## config.mk

```make
export PLATFORM = sky130hd
export DESIGN_NAME = mini_core
export DESIGN_NICKNAME = d
export VERILOG_FILES = /design/src/source/core_pkg.sv /design/src/source/register_file.sv /design/src/source/alu_unit.sv /design/src/source/decode_unit.sv /design/src/source/fetch_unit.sv /design/src/source/instruction_queue.sv /design/src/source/execute_unit.sv /design/src/source/mini_core.sv
export VERILOG_INCLUDE_DIRS = /design/src /design/src/source
export SDC_FILE = /design/constraint.sdc
export NUM_CORES = 2
export LEC_CHECK = 0
export BUFFER_PORTS_ARGS = -buffer_cell sky130_fd_sc_hd__buf_2
export CORE_MARGIN = 5
export CORE_UTILIZATION = 55
export DETAILED_ROUTE_END_ITERATION = 8
export GPL_TIMING_DRIVEN = 0
export PLACE_DENSITY = 0.79
export SLEW_MARGIN = 20
export SYNTH_ARGS = -nofsm -noshare
export SYNTH_HDL_FRONTEND = slang
export SYNTH_HIERARCHICAL = 1
export SYNTH_SLANG_ARGS = --single-unit
export TNS_END_PERCENT = 20
```

## constraint.sdc

```tcl
create_clock -name clk -period 13.4 [get_ports clk]
set_input_delay 2.68 -clock clk [delete_from_list [all_inputs] [get_ports clk]]
set_output_delay 2.68 -clock clk [all_outputs]
set_load 0.01 [all_outputs]
```

## src/source/core_consts.svh

```systemverilog
// Core constants
// Widths, queue depth and PC behaviour for the RV32I core

`ifndef CORE_CONSTS_SVH
`define CORE_CONSTS_SVH

// Data and address width
`define CORE_XLEN 32

// Integer register file
`define CORE_NUM_REGS 32
`define CORE_REG_ADDR_W 5

// Instruction queue entries
`define CORE_QUEUE_DEPTH 4

// Program counter
`define CORE_RESET_PC 32'h0000_0000
`define CORE_PC_STEP 32'd4

`endif

```

## src/source/core_pkg.sv

```systemverilog
// Core package
// Opcode and ALU enums, and the packets passed between core blocks

`include "core_consts.svh"

package core_pkg;

    // Major opcodes handled by the core
    typedef enum logic [6:0] {
        OPC_OP     = 7'b0110011,
        OPC_OP_IMM = 7'b0010011,
        OPC_LUI    = 7'b0110111
    } opcode_t;

    typedef enum logic [3:0] {
        ALU_ADD    = 4'd0,
        ALU_SUB    = 4'd1,
        ALU_AND    = 4'd2,
        ALU_OR     = 4'd3,
        ALU_XOR    = 4'd4,
        ALU_SLT    = 4'd5,
        ALU_SLTU   = 4'd6,
        ALU_SLL    = 4'd7,
        ALU_SRL    = 4'd8,
        ALU_SRA    = 4'd9,
        ALU_PASS_B = 4'd10
    } alu_op_t;

    // Fetched word with its address
    typedef struct packed {
        logic [`CORE_XLEN-1:0] pc;
        logic [`CORE_XLEN-1:0] instr;
    } fetch_packet_t;

    typedef struct packed {
        logic [`CORE_REG_ADDR_W-1:0] rs1;
        logic [`CORE_REG_ADDR_W-1:0] rs2;
        logic [`CORE_REG_ADDR_W-1:0] rd;
        logic [`CORE_XLEN-1:0] imm;
        logic use_imm;
        alu_op_t alu_op;
        logic writes_rd;
    } decoded_t;

    // One retired instruction
    typedef struct packed {
        logic [`CORE_XLEN-1:0] pc;
        logic [`CORE_XLEN-1:0] instr;
        logic [`CORE_REG_ADDR_W-1:0] rd;
        logic wr_en;
        logic [`CORE_XLEN-1:0] value;
    } retire_trace_t;

endpackage

```

## src/source/register_file.sv

```systemverilog
// Register file
// 32 integer registers, two asynchronous reads and one synchronous write

`include "core_consts.svh"

module register_file
    import core_pkg::*;
    (
        input logic clk,
        input logic rst,

        input logic [`CORE_REG_ADDR_W-1:0] rs1_addr,
        input logic [`CORE_REG_ADDR_W-1:0] rs2_addr,
        output logic [`CORE_XLEN-1:0] rs1_data,
        output logic [`CORE_XLEN-1:0] rs2_data,

        input logic write_en,
        input logic [`CORE_REG_ADDR_W-1:0] write_addr,
        input logic [`CORE_XLEN-1:0] write_data
    );

    logic [`CORE_XLEN-1:0] regs [`CORE_NUM_REGS];

    always_ff @(posedge clk) begin
        if (rst) begin
            for (int i = 0; i < `CORE_NUM_REGS; i++)
                regs[i] <= '0;
        end else if (write_en && write_addr != '0) begin
            regs[write_addr] <= write_data;
        end
    end

    // x0 is hardwired
    assign rs1_data = (rs1_addr == '0) ? '0 : regs[rs1_addr];
    assign rs2_data = (rs2_addr == '0) ? '0 : regs[rs2_addr];

endmodule

```

## src/source/alu_unit.sv

```systemverilog
// Integer ALU
// Add, subtract, logic, compares and shifts for the RV32I ALU group

`include "core_consts.svh"

module alu_unit
    import core_pkg::*;
    (
        input alu_op_t alu_op,
        input logic [`CORE_XLEN-1:0] a,
        input logic [`CORE_XLEN-1:0] b,
        output logic [`CORE_XLEN-1:0] result
    );

    logic [4:0] shamt;
    logic signed_lt;
    logic unsigned_lt;

    assign shamt = b[4:0];
    assign signed_lt = ($signed(a) < $signed(b));
    assign unsigned_lt = (a < b);

    always_comb begin
        case (alu_op)
            ALU_ADD:    result = a + b;
            ALU_SUB:    result = a - b;
            ALU_AND:    result = a & b;
            ALU_OR:     result = a | b;
            ALU_XOR:    result = a ^ b;
            ALU_SLT:    result = {{(`CORE_XLEN-1){1'b0}}, signed_lt};
            ALU_SLTU:   result = {{(`CORE_XLEN-1){1'b0}}, unsigned_lt};
            ALU_SLL:    result = a << shamt;
            ALU_SRL:    result = a >> shamt;
            ALU_SRA:    result = $unsigned($signed(a) >>> shamt);
            // LUI
            ALU_PASS_B: result = b;
            default:    result = '0;
        endcase
    end

endmodule

```

## src/source/decode_unit.sv

```systemverilog
// Decode unit
// Splits an RV32I word into register addresses, immediate and ALU operation,
// and flags whether the instruction writes rd

`include "core_consts.svh"

module decode_unit
    import core_pkg::*;
    (
        input logic [`CORE_XLEN-1:0] instr,
        output decoded_t decoded
    );

    opcode_t opcode;
    logic [2:0] funct3;
    logic [6:0] funct7;
    logic alt;
    alu_op_t op_sel;
    logic supported;

    assign opcode = opcode_t'(instr[6:0]);
    assign funct3 = instr[14:12];
    assign funct7 = instr[31:25];
    // SUB and SRA variant
    assign alt = (funct7 == 7'b0100000);

    // funct3 map shared by OP and OP-IMM
    always_comb begin
        case (funct3)
            3'b000: op_sel = ALU_ADD;
            3'b001: op_sel = ALU_SLL;
            3'b010: op_sel = ALU_SLT;
            3'b011: op_sel = ALU_SLTU;
            3'b100: op_sel = ALU_XOR;
            3'b101: op_sel = alt ? ALU_SRA : ALU_SRL;
            3'b110: op_sel = ALU_OR;
            default: op_sel = ALU_AND;
        endcase
    end

    always_comb begin
        decoded.rs1 = instr[19:15];
        decoded.rs2 = instr[24:20];
        decoded.rd = instr[11:7];
        decoded.imm = {{(`CORE_XLEN-12){instr[31]}}, instr[31:20]};
        decoded.use_imm = 1'b1;
        decoded.alu_op = op_sel;
        supported = 1'b0;

        case (opcode)
            OPC_OP: begin
                decoded.use_imm = 1'b0;
                if (funct3 == 3'b000 && alt)
                    decoded.alu_op = ALU_SUB;
                supported = (funct7 == 7'b0) ||
                            (alt && (funct3 == 3'b000 || funct3 == 3'b101));
            end
            OPC_OP_IMM: begin
                // Shift immediates carry a funct7 field
                if (funct3 == 3'b001)
                    supported = (funct7 == 7'b0);
                else if (funct3 == 3'b101)
                    supported = (funct7 == 7'b0) || alt;
                else
                    supported = 1'b1;
            end
            OPC_LUI: begin
                decoded.imm = {instr[31:12], 12'b0};
                decoded.alu_op = ALU_PASS_B;
                supported = 1'b1;
            end
            default: supported = 1'b0;
        endcase

        // x0 writes are dropped here
        decoded.writes_rd = supported && (decoded.rd != '0);
    end

endmodule

```

## src/source/fetch_unit.sv

```systemverilog
// Fetch unit
// Steps the PC, requests words from the local instruction memory
// and pushes each returned word, tagged with its address, into the queue

`include "core_consts.svh"

module fetch_unit
    import core_pkg::*;
    (
        input logic clk,
        input logic rst,

        input logic has_room,

        output logic instr_en,
        output logic [`CORE_XLEN-1:0] instr_addr,
        input logic [`CORE_XLEN-1:0] instr_data,

        output logic push,
        output fetch_packet_t push_data
    );

    logic [`CORE_XLEN-1:0] pc;
    logic running;
    logic req_pending;
    logic [`CORE_XLEN-1:0] req_addr;

    //////////////////////////////////////////////////
    // Request side
    // Fetch starts on the first cycle out of reset
    assign instr_en = running & has_room;
    assign instr_addr = pc;

    always_ff @(posedge clk) begin
        if (rst) begin
            running <= 1'b0;
            pc <= `CORE_RESET_PC;
            req_pending <= 1'b0;
        end else begin
            running <= 1'b1;
            req_pending <= instr_en;
            if (instr_en)
                pc <= pc + `CORE_PC_STEP;
        end
    end

    // Address of the request in flight
    always_ff @(posedge clk) begin
        if (instr_en)
            req_addr <= pc;
    end

    //////////////////////////////////////////////////
    // Return side
    // Memory answers one cycle after the request
    assign push = req_pending;
    assign push_data.pc = req_addr;
    assign push_data.instr = instr_data;

endmodule

```

## src/source/instruction_queue.sv

```systemverilog
// Instruction queue
// Circular FIFO of fetch packets between fetch and execute

`include "core_consts.svh"

module instruction_queue
    import core_pkg::*;
    #(
        parameter int DEPTH = `CORE_QUEUE_DEPTH
    )
    (
        input logic clk,
        input logic rst,

        input logic push,
        input fetch_packet_t push_data,
        output logic has_room,

        input logic pop,
        output logic not_empty,
        output fetch_packet_t head
    );

    localparam int PTR_W = (DEPTH > 1) ? $clog2(DEPTH) : 1;
    localparam int CNT_W = $clog2(DEPTH + 1);

    fetch_packet_t entries [DEPTH];
    logic [PTR_W-1:0] rd_ptr;
    logic [PTR_W-1:0] wr_ptr;
    logic [CNT_W-1:0] count;

    function automatic logic [PTR_W-1:0] next_ptr(input logic [PTR_W-1:0] ptr);
        if (ptr == PTR_W'(DEPTH - 1))
            return '0;
        return ptr + 1'b1;
    endfunction

    //////////////////////////////////////////////////
    // Pointers and occupancy
    always_ff @(posedge clk) begin
        if (rst) begin
            rd_ptr <= '0;
            wr_ptr <= '0;
            count <= '0;
        end else begin
            if (push)
                wr_ptr <= next_ptr(wr_ptr);
            if (pop)
                rd_ptr <= next_ptr(rd_ptr);
            case ({push, pop})
                2'b10: count <= count + 1'b1;
                2'b01: count <= count - 1'b1;
                default: count <= count;
            endcase
        end
    end

    // Storage
    always_ff @(posedge clk) begin
        if (push)
            entries[wr_ptr] <= push_data;
    end

    // Two free slots, one may already be requested
    assign has_room = (count <= CNT_W'(DEPTH - 2));
    assign not_empty = (count != '0);
    assign head = entries[rd_ptr];

endmodule

```

## src/source/execute_unit.sv

```systemverilog
// Execute unit
// Pops one instruction, decodes it, reads operands, runs the ALU,
// writes rd and presents the retired instruction on the trace port

`include "core_consts.svh"

module execute_unit
    import core_pkg::*;
    (
        input logic clk,
        input logic rst,

        input logic not_empty,
        input fetch_packet_t head,
        output logic pop,

        output logic trace_valid,
        output retire_trace_t trace,
        input logic trace_ready
    );

    decoded_t dec;
    logic [`CORE_XLEN-1:0] rs1_data;
    logic [`CORE_XLEN-1:0] rs2_data;
    logic [`CORE_XLEN-1:0] operand_b;
    logic [`CORE_XLEN-1:0] alu_result;
    logic trace_free;
    logic rd_write;

    //////////////////////////////////////////////////
    // Issue
    // Only pop when the trace slot can take the result
    assign trace_free = ~trace_valid | trace_ready;
    assign pop = not_empty & trace_free;
    assign rd_write = pop & dec.writes_rd;

    decode_unit decode_block (
        .instr (head.instr),
        .decoded (dec)
    );

    register_file register_file_block (
        .clk (clk),
        .rst (rst),
        .rs1_addr (dec.rs1),
        .rs2_addr (dec.rs2),
        .rs1_data (rs1_data),
        .rs2_data (rs2_data),
        .write_en (rd_write),
        .write_addr (dec.rd),
        .write_data (alu_result)
    );

    assign operand_b = dec.use_imm ? dec.imm : rs2_data;

    alu_unit alu_block (
        .alu_op (dec.alu_op),
        .a (rs1_data),
        .b (operand_b),
        .result (alu_result)
    );

    //////////////////////////////////////////////////
    // Retire trace
    always_ff @(posedge clk) begin
        if (rst)
            trace_valid <= 1'b0;
        else if (pop)
            trace_valid <= 1'b1;
        else if (trace_ready)
            trace_valid <= 1'b0;
    end

    // Held while the port is stalled
    always_ff @(posedge clk) begin
        if (pop) begin
            trace.pc <= head.pc;
            trace.instr <= head.instr;
            trace.rd <= dec.rd;
            trace.wr_en <= dec.writes_rd;
            trace.value <= dec.writes_rd ? alu_result : '0;
        end
    end

endmodule

```

## src/source/mini_core.sv

```systemverilog
// Mini RV32I core
// Fetch, instruction queue and execute joined between the
// instruction memory port and the retire trace port

`include "core_consts.svh"

module mini_core
    import core_pkg::*;
    (
        input logic clk,
        input logic rst,

        output logic instr_en,
        output logic [`CORE_XLEN-1:0] instr_addr,
        input logic [`CORE_XLEN-1:0] instr_data,

        output logic trace_valid,
        output retire_trace_t trace,
        input logic trace_ready
    );

    logic has_room;
    logic push;
    fetch_packet_t push_data;
    logic pop;
    logic not_empty;
    fetch_packet_t head;

    fetch_unit fetch_block (
        .clk (clk),
        .rst (rst),
        .has_room (has_room),
        .instr_en (instr_en),
        .instr_addr (instr_addr),
        .instr_data (instr_data),
        .push (push),
        .push_data (push_data)
    );

    instruction_queue #(.DEPTH(`CORE_QUEUE_DEPTH)) queue_block (
        .clk (clk),
        .rst (rst),
        .push (push),
        .push_data (push_data),
        .has_room (has_room),
        .pop (pop),
        .not_empty (not_empty),
        .head (head)
    );

    execute_unit execute_block (
        .clk (clk),
        .rst (rst),
        .not_empty (not_empty),
        .head (head),
        .pop (pop),
        .trace_valid (trace_valid),
        .trace (trace),
        .trace_ready (trace_ready)
    );

endmodule

```

# After elaboration in Yosys (flattened, before gate mapping)
# Memory sizes are Yosys's and may differ from the RTL's. A register that Yosys moved wholly into a read port is not among the register bits.
# Index checks and enable logic that the tools add are counted.
[totals]
word_cells = 115
ram_bits = 1280
memories = 2
ff_bits = 176
[mem_list]
columns = ["memory", "depth", "word_bits", "read_ports", "rd_ports_with_merged_regs", "wr", "line_no", "source"]
rows = [
  ["execute_block.register_file_block.regs", 32, 32, 2, 0, 32, "register_file.sv:22", "logic [`CORE_XLEN-1:0] regs [`CORE_NUM_REGS];"],
  ["queue_block.entries", 4, 64, 1, 1, 1, "instruction_queue.sv:27", "fetch_packet_t entries [DEPTH];"],
]
[op_classes]
bitwise_logic = 8
n_shift = 3
mux = 38
eq_ne = 24
n_addsub = 7
reduce_logical = 17
order_cmp = 3
[ops]
columns = ["cell", "n"]
rows = [
  ["$pmux 32 s11", 1],
  ["$mux 32", 4],
  ["$lt 32x32->1", 2],
  ["$add 32x3->32 const B", 1],
  ["$add 32x32->32", 1],
  ["$and 32x32->32", 1],
  ["$or 32x32->32", 1],
  ["$reduce_or 32->1", 1],
  ["$shl 32x5->32", 1],
  ["$shr 32x5->32", 1],
  ["$sshr 32x5->32", 1],
  ["$sub 32x32->32", 1],
  ["$xor 32x32->32", 1],
  ["$mux 31", 1],
  ["$pmux 4 s7", 1],
  ["$eq 7x6->1 const B", 3],
  ["$mux 1", 20],
  ["$eq 4x3->1 const B", 4],
  ["$eq 4x4->1 const B", 3],
  ["$mux 2", 6],
  ["$logic_not 5->1", 2],
  ["$eq 3x3->1 const B", 3],
  ["$eq 4x2->1 const B", 2],
  ["$pmux 4 s2", 1],
  ["other kinds (25)", 37],
]

# Depth between registers and ports, before layout
[logic_depth]
depth_word = 13
mapped_depth = 30
ltp_nobuf = 19

# Hierarchy
# The synthesis kept the hierarchy.
[by_module_without_submodules]
columns = ["module", "seq_area_each_um2", "cells_each", "area_each_um2", "n_inst"]
rows = [
  ["register_file", 30749.5, 3502, 54253.3, 1],
  ["instruction_queue", 7867.5, 381, 9755.6, 1],
  ["alu_unit", 0.0, 1352, 8734.6, 1],
  ["execute_unit", 3083.0, 179, 3866.2, 1],
  ["fetch_unit", 1541.5, 237, 2651.3, 1],
  ["decode_unit", 0.0, 84, 618.1, 1],
]

# Least setup slack after synthesis
# No wires, ideal clock.
[synth_timing]
path_type = "reg2reg"
startpoint = "register with a tool-made name"
endpoint = "memory execute_block/register_file_block/regs[10][28] (netlist bit) (data pin)"
setup_ns = 0.255
synth_period_minus_slack_ns = 6.942
path_slack_ns = 6.458
path_stages_with_launch = 29
arrival_ns = 6.687
cell_sequence = "dfxtp_1 -> buf_6 -> buf_12 -> mux4_2 -> buf_4 -> buf_2 -> buf_6 -> buf_6 -> buf_6 -> mux4_2 -> a2111oi_0 -> nor3_1 -> mux2_4 -> inv_2 -> buf_1 -> clkbuf_1 -> ha_1 -> clkbuf_1 -> nor2_1 -> o221ai_1 -> a211oi_1 -> o211ai_2 -> a21o_1 -> a2111oi_4 -> nor2_2 -> a221o_1 -> a211o_1 -> clkbuf_1 -> and2_1"
[synth_lines]
columns = ["element", "line_no"]
rows = [
  ["end, declared", "register_file.sv:22"],
]

==> flow_metrics.env <==
export IMPL_status="finished, final reports clean"
export IMPL_end_kind="register"
export IMPL_drc=0
export IMPL_ys_flop_type="edfxtp_1"
export IMPL_syn_instance_count=5735
export IMPL_clock_path_buffers=3
export IMPL_grt_start_max_net_pins=46
export IMPL_synth_top_family_by_area="multiplexers"
export IMPL_crit_buf_inv=11
export IMPL_post_cts_setup_buffers=0
export IMPL_synth_yosys_seq_area_share_pct=54.1
export IMPL_cts_resized=0
export IMPL_r2r_slack_ns=1.07
export IMPL_syn_area_um2=79900
export IMPL_max_slew_worst_pin_slew_ns=1.43
export IMPL_finalHoldViolations=0
export IMPL_ctsHoldBuffers=0
export IMPL_maxCapViolCount=0
export IMPL_start_kind="register"
export IMPL_clock_sinks=1454
export IMPL_ctsRootBufferMaster="clkbuf_16"
export IMPL_clk_pin_slew_worst_paths_ns=0.07
export IMPL_globalplace_congestion=1.09
export IMPL_die_area_um2=153000
export IMPL_routed_wl_um=329000
export IMPL_drive_above_1_share_pct=22.4
export IMPL_r2r_cells=28
export IMPL_antenna_left=0
export IMPL_cts_made_buffers=154
export IMPL_io_buffers=136
export IMPL_synth_top_cell_by_area="edfxtp_1"
export IMPL_yosysMostFrequentCell="edfxtp_1"
export IMPL_place_hpwl_um=229000
export IMPL_critical_path_peak_fanout=11
export IMPL_post_drt_via_cell_ratio=7.34
export IMPL_grtUsageTotal_pct=42.5
export IMPL_worst_slack_ns=1.07
export IMPL_crit_family="buffers and inverters"
export IMPL_synthDistinctLibCells=98
export IMPL_crit_path_frequent_cell="clkbuf_1"
export IMPL_fin_area_um2=89500
export IMPL_area_growth_pct=12.0
export IMPL_min_period_ns=12.33
export IMPL_htree_num_levels=4
export IMPL_yosys_register_bits=1454
export IMPL_worstHoldStart="fetch_block/req_addr[29]"
export IMPL_clock_latency_ns=0.85
export IMPL_yosysWarnings=6
export IMPL_rows=139
export IMPL_synth_compound_area_share_pct=7.18
export IMPL_finalMaxSlewViolations=0
export IMPL_min_to="queue_block/entries[3][61]"
export IMPL_synth_edf_count=1412
export IMPL_crit_arrival_ns=12.86
export IMPL_synth_area_mux_share_pct=19.8
export IMPL_hold_class="register to register"
export IMPL_rsz0062_at_grt="false"
export IMPL_die_x_um=391
export IMPL_synthTopCellsByArea="edfxtp_1 (53%), mux4_2 (16%), and2_1 (8.1%)"
export IMPL_slew_headroom_pct=4.57
export IMPL_max_freq_mhz=81.1
export IMPL_syn_avg_cell_area_um2=13.9
export IMPL_fin_crit_sh_pct=92.0
export IMPL_design_portCount=171
export IMPL_synth_xor_area_share_pct=0.263
export IMPL_timing_rr_end="execute_block/register_file_block/regs[7][25]"
export IMPL_whs_path_depth=0
export IMPL_cts_tree="yes"
export IMPL_grt_antenna_before_repair=29
export IMPL_grt_pass1_vias=57400
export IMPL_async_flop_share_pct=0
export IMPL_dpl_worst_slack_ns=1.77
export IMPL_setup_tns_ns=0
export IMPL_crit_path_top_delay_cell="clkbuf_1"
export IMPL_routedWlPerCell_um=40.2
export IMPL_grt_ovfl_total=0
export IMPL_place_area_um2=84200
export IMPL_hold_slack_ns=0.494
export IMPL_synthAdderAreaFrac_pct=1.72
export IMPL_route_vias_total=60000
export IMPL_coreArea_um2=144000
export IMPL_setup_viol=0
export IMPL_netlist_area_leader_share_pct=53.1
export IMPL_yosys_area_share_simple_pct=12.6
export IMPL_finalNetCount=6266
export IMPL_firstDrtPassIters=8
export IMPL_initial_core_util_pct=55.5
export IMPL_grt_first_pass_wirelength_um=448000
export IMPL_fin_skew_ns=0.0742
export IMPL_die_h_um=391
export IMPL_cpPeakStageDelay_ns=0.98
export IMPL_drt_iter0_markers=10900
export IMPL_critPathKind="register to register"
export IMPL_crit_required_ns=13.93
export IMPL_synthTopCellsByCount="edfxtp_1 (1,412), and2_1 (1,037), mux4_2 (557)"
==> registers in the layout, summed over array words and instances, names as in the netlist, named ones only <==
| name | cells |
|---|---|
| execute_block/register_file_block/regs | 1024 |
| queue_block/entries | 256 |
| execute_block/trace | 102 |
| fetch_block/instr_addr | 30 |
| fetch_block/req_addr | 30 |
| queue_block/count | 3 |
| queue_block/rd_ptr | 2 |
| queue_block/wr_ptr | 2 |
| execute_block/trace_valid | 1 |
| fetch_block/push | 1 |
| fetch_block/running | 1 |
==> worst max-delay path by stage <==
stage / from / end / slack, ns / cells past startpoint
floorplan: register / execute_block/register_file_block/regs[10][28] / 6.46 / 28
global placement: register / execute_block/register_file_block/regs[4][27] / 0.64 / 28
detailed placement: register / execute_block/register_file_block/regs[1][17] / 1.77 / 28
CTS: register / execute_block/register_file_block/regs[3][17] / 1.66 / 28
global route: register / execute_block/register_file_block/regs[7][25] / 1.33 / 28
finish: register / execute_block/register_file_block/regs[7][25] / 1.07 / 28
==> routing by layer <==
metal  global-route usage [%]  vias up  share of wire [%]
met4                     30.0       16                9.1
met2                     59.9     6074                 42
met3                     17.9     1449                 16
met5                     1.00        -              0.096
met1                     53.1    29600                 33
li1                         -    22800                  -
==> cells by family after synthesis <==
| family | count (synthesis) |
|---|---|
| xor gates and xnor gates | 24 |
| DFF | 1454 |
| adders and majority gates | 108 |
| other | 2 |
| buffers and inverters | 702 |
| and+or+nand+nor | 1752 |
| muxes | 855 |
| AOI/OAI and AO/OA | 838 |
==> metrics by stage <==
| step | util, % | instances |
|---|---|---|
| 6_report | 62.1 | 8179 |
| 5_1_grt | 62.1 | 8153 |
| 4_1_cts | 62.0 | 8146 |
| 3_5_place_dp | 58.4 | 7868 |
| 3_3_place_gp | 57.7 | 7808 |
| 2_1_floorplan | - | 5769 |
==> final cells by class <==
class | count | area, µm²
Buffer | 587 | 3000
Tap cell | 1903 | 2380
Multi-Input combinational cell | 3613 | 33800
Sequential cell | 1454 | 43200
Fill cell | 10500 | 54500
Clock inverter | 78 | 1080
Clock buffer | 200 | 4080
Timing Repair Buffer | 198 | 1340
Antenna cell | 31 | 77.6
Inverter | 115 | 432
==> placed cells by master, fill, tap and decap left out, types with 45 or more instances in the layout <==
cell          n
nand2_1     152
mux2i_1     218
nand3_1      45
clkbuf_16   155
o21ai_0     135
buf_4       113
edfxtp_1   1412
clkbuf_1    394
a21oi_1     162
inv_1       110
o22ai_1     120
nor3_1       48
buf_2       212
nor2_1      201
mux4_2      557
buf_6        45
a22o_1       54
and2_1     1032
mux2_2       45
ha_1        105
Power is left out: the tool's default activity adds up to more than one toggle a clock period on the data nets, which glitch-free logic cannot reach.
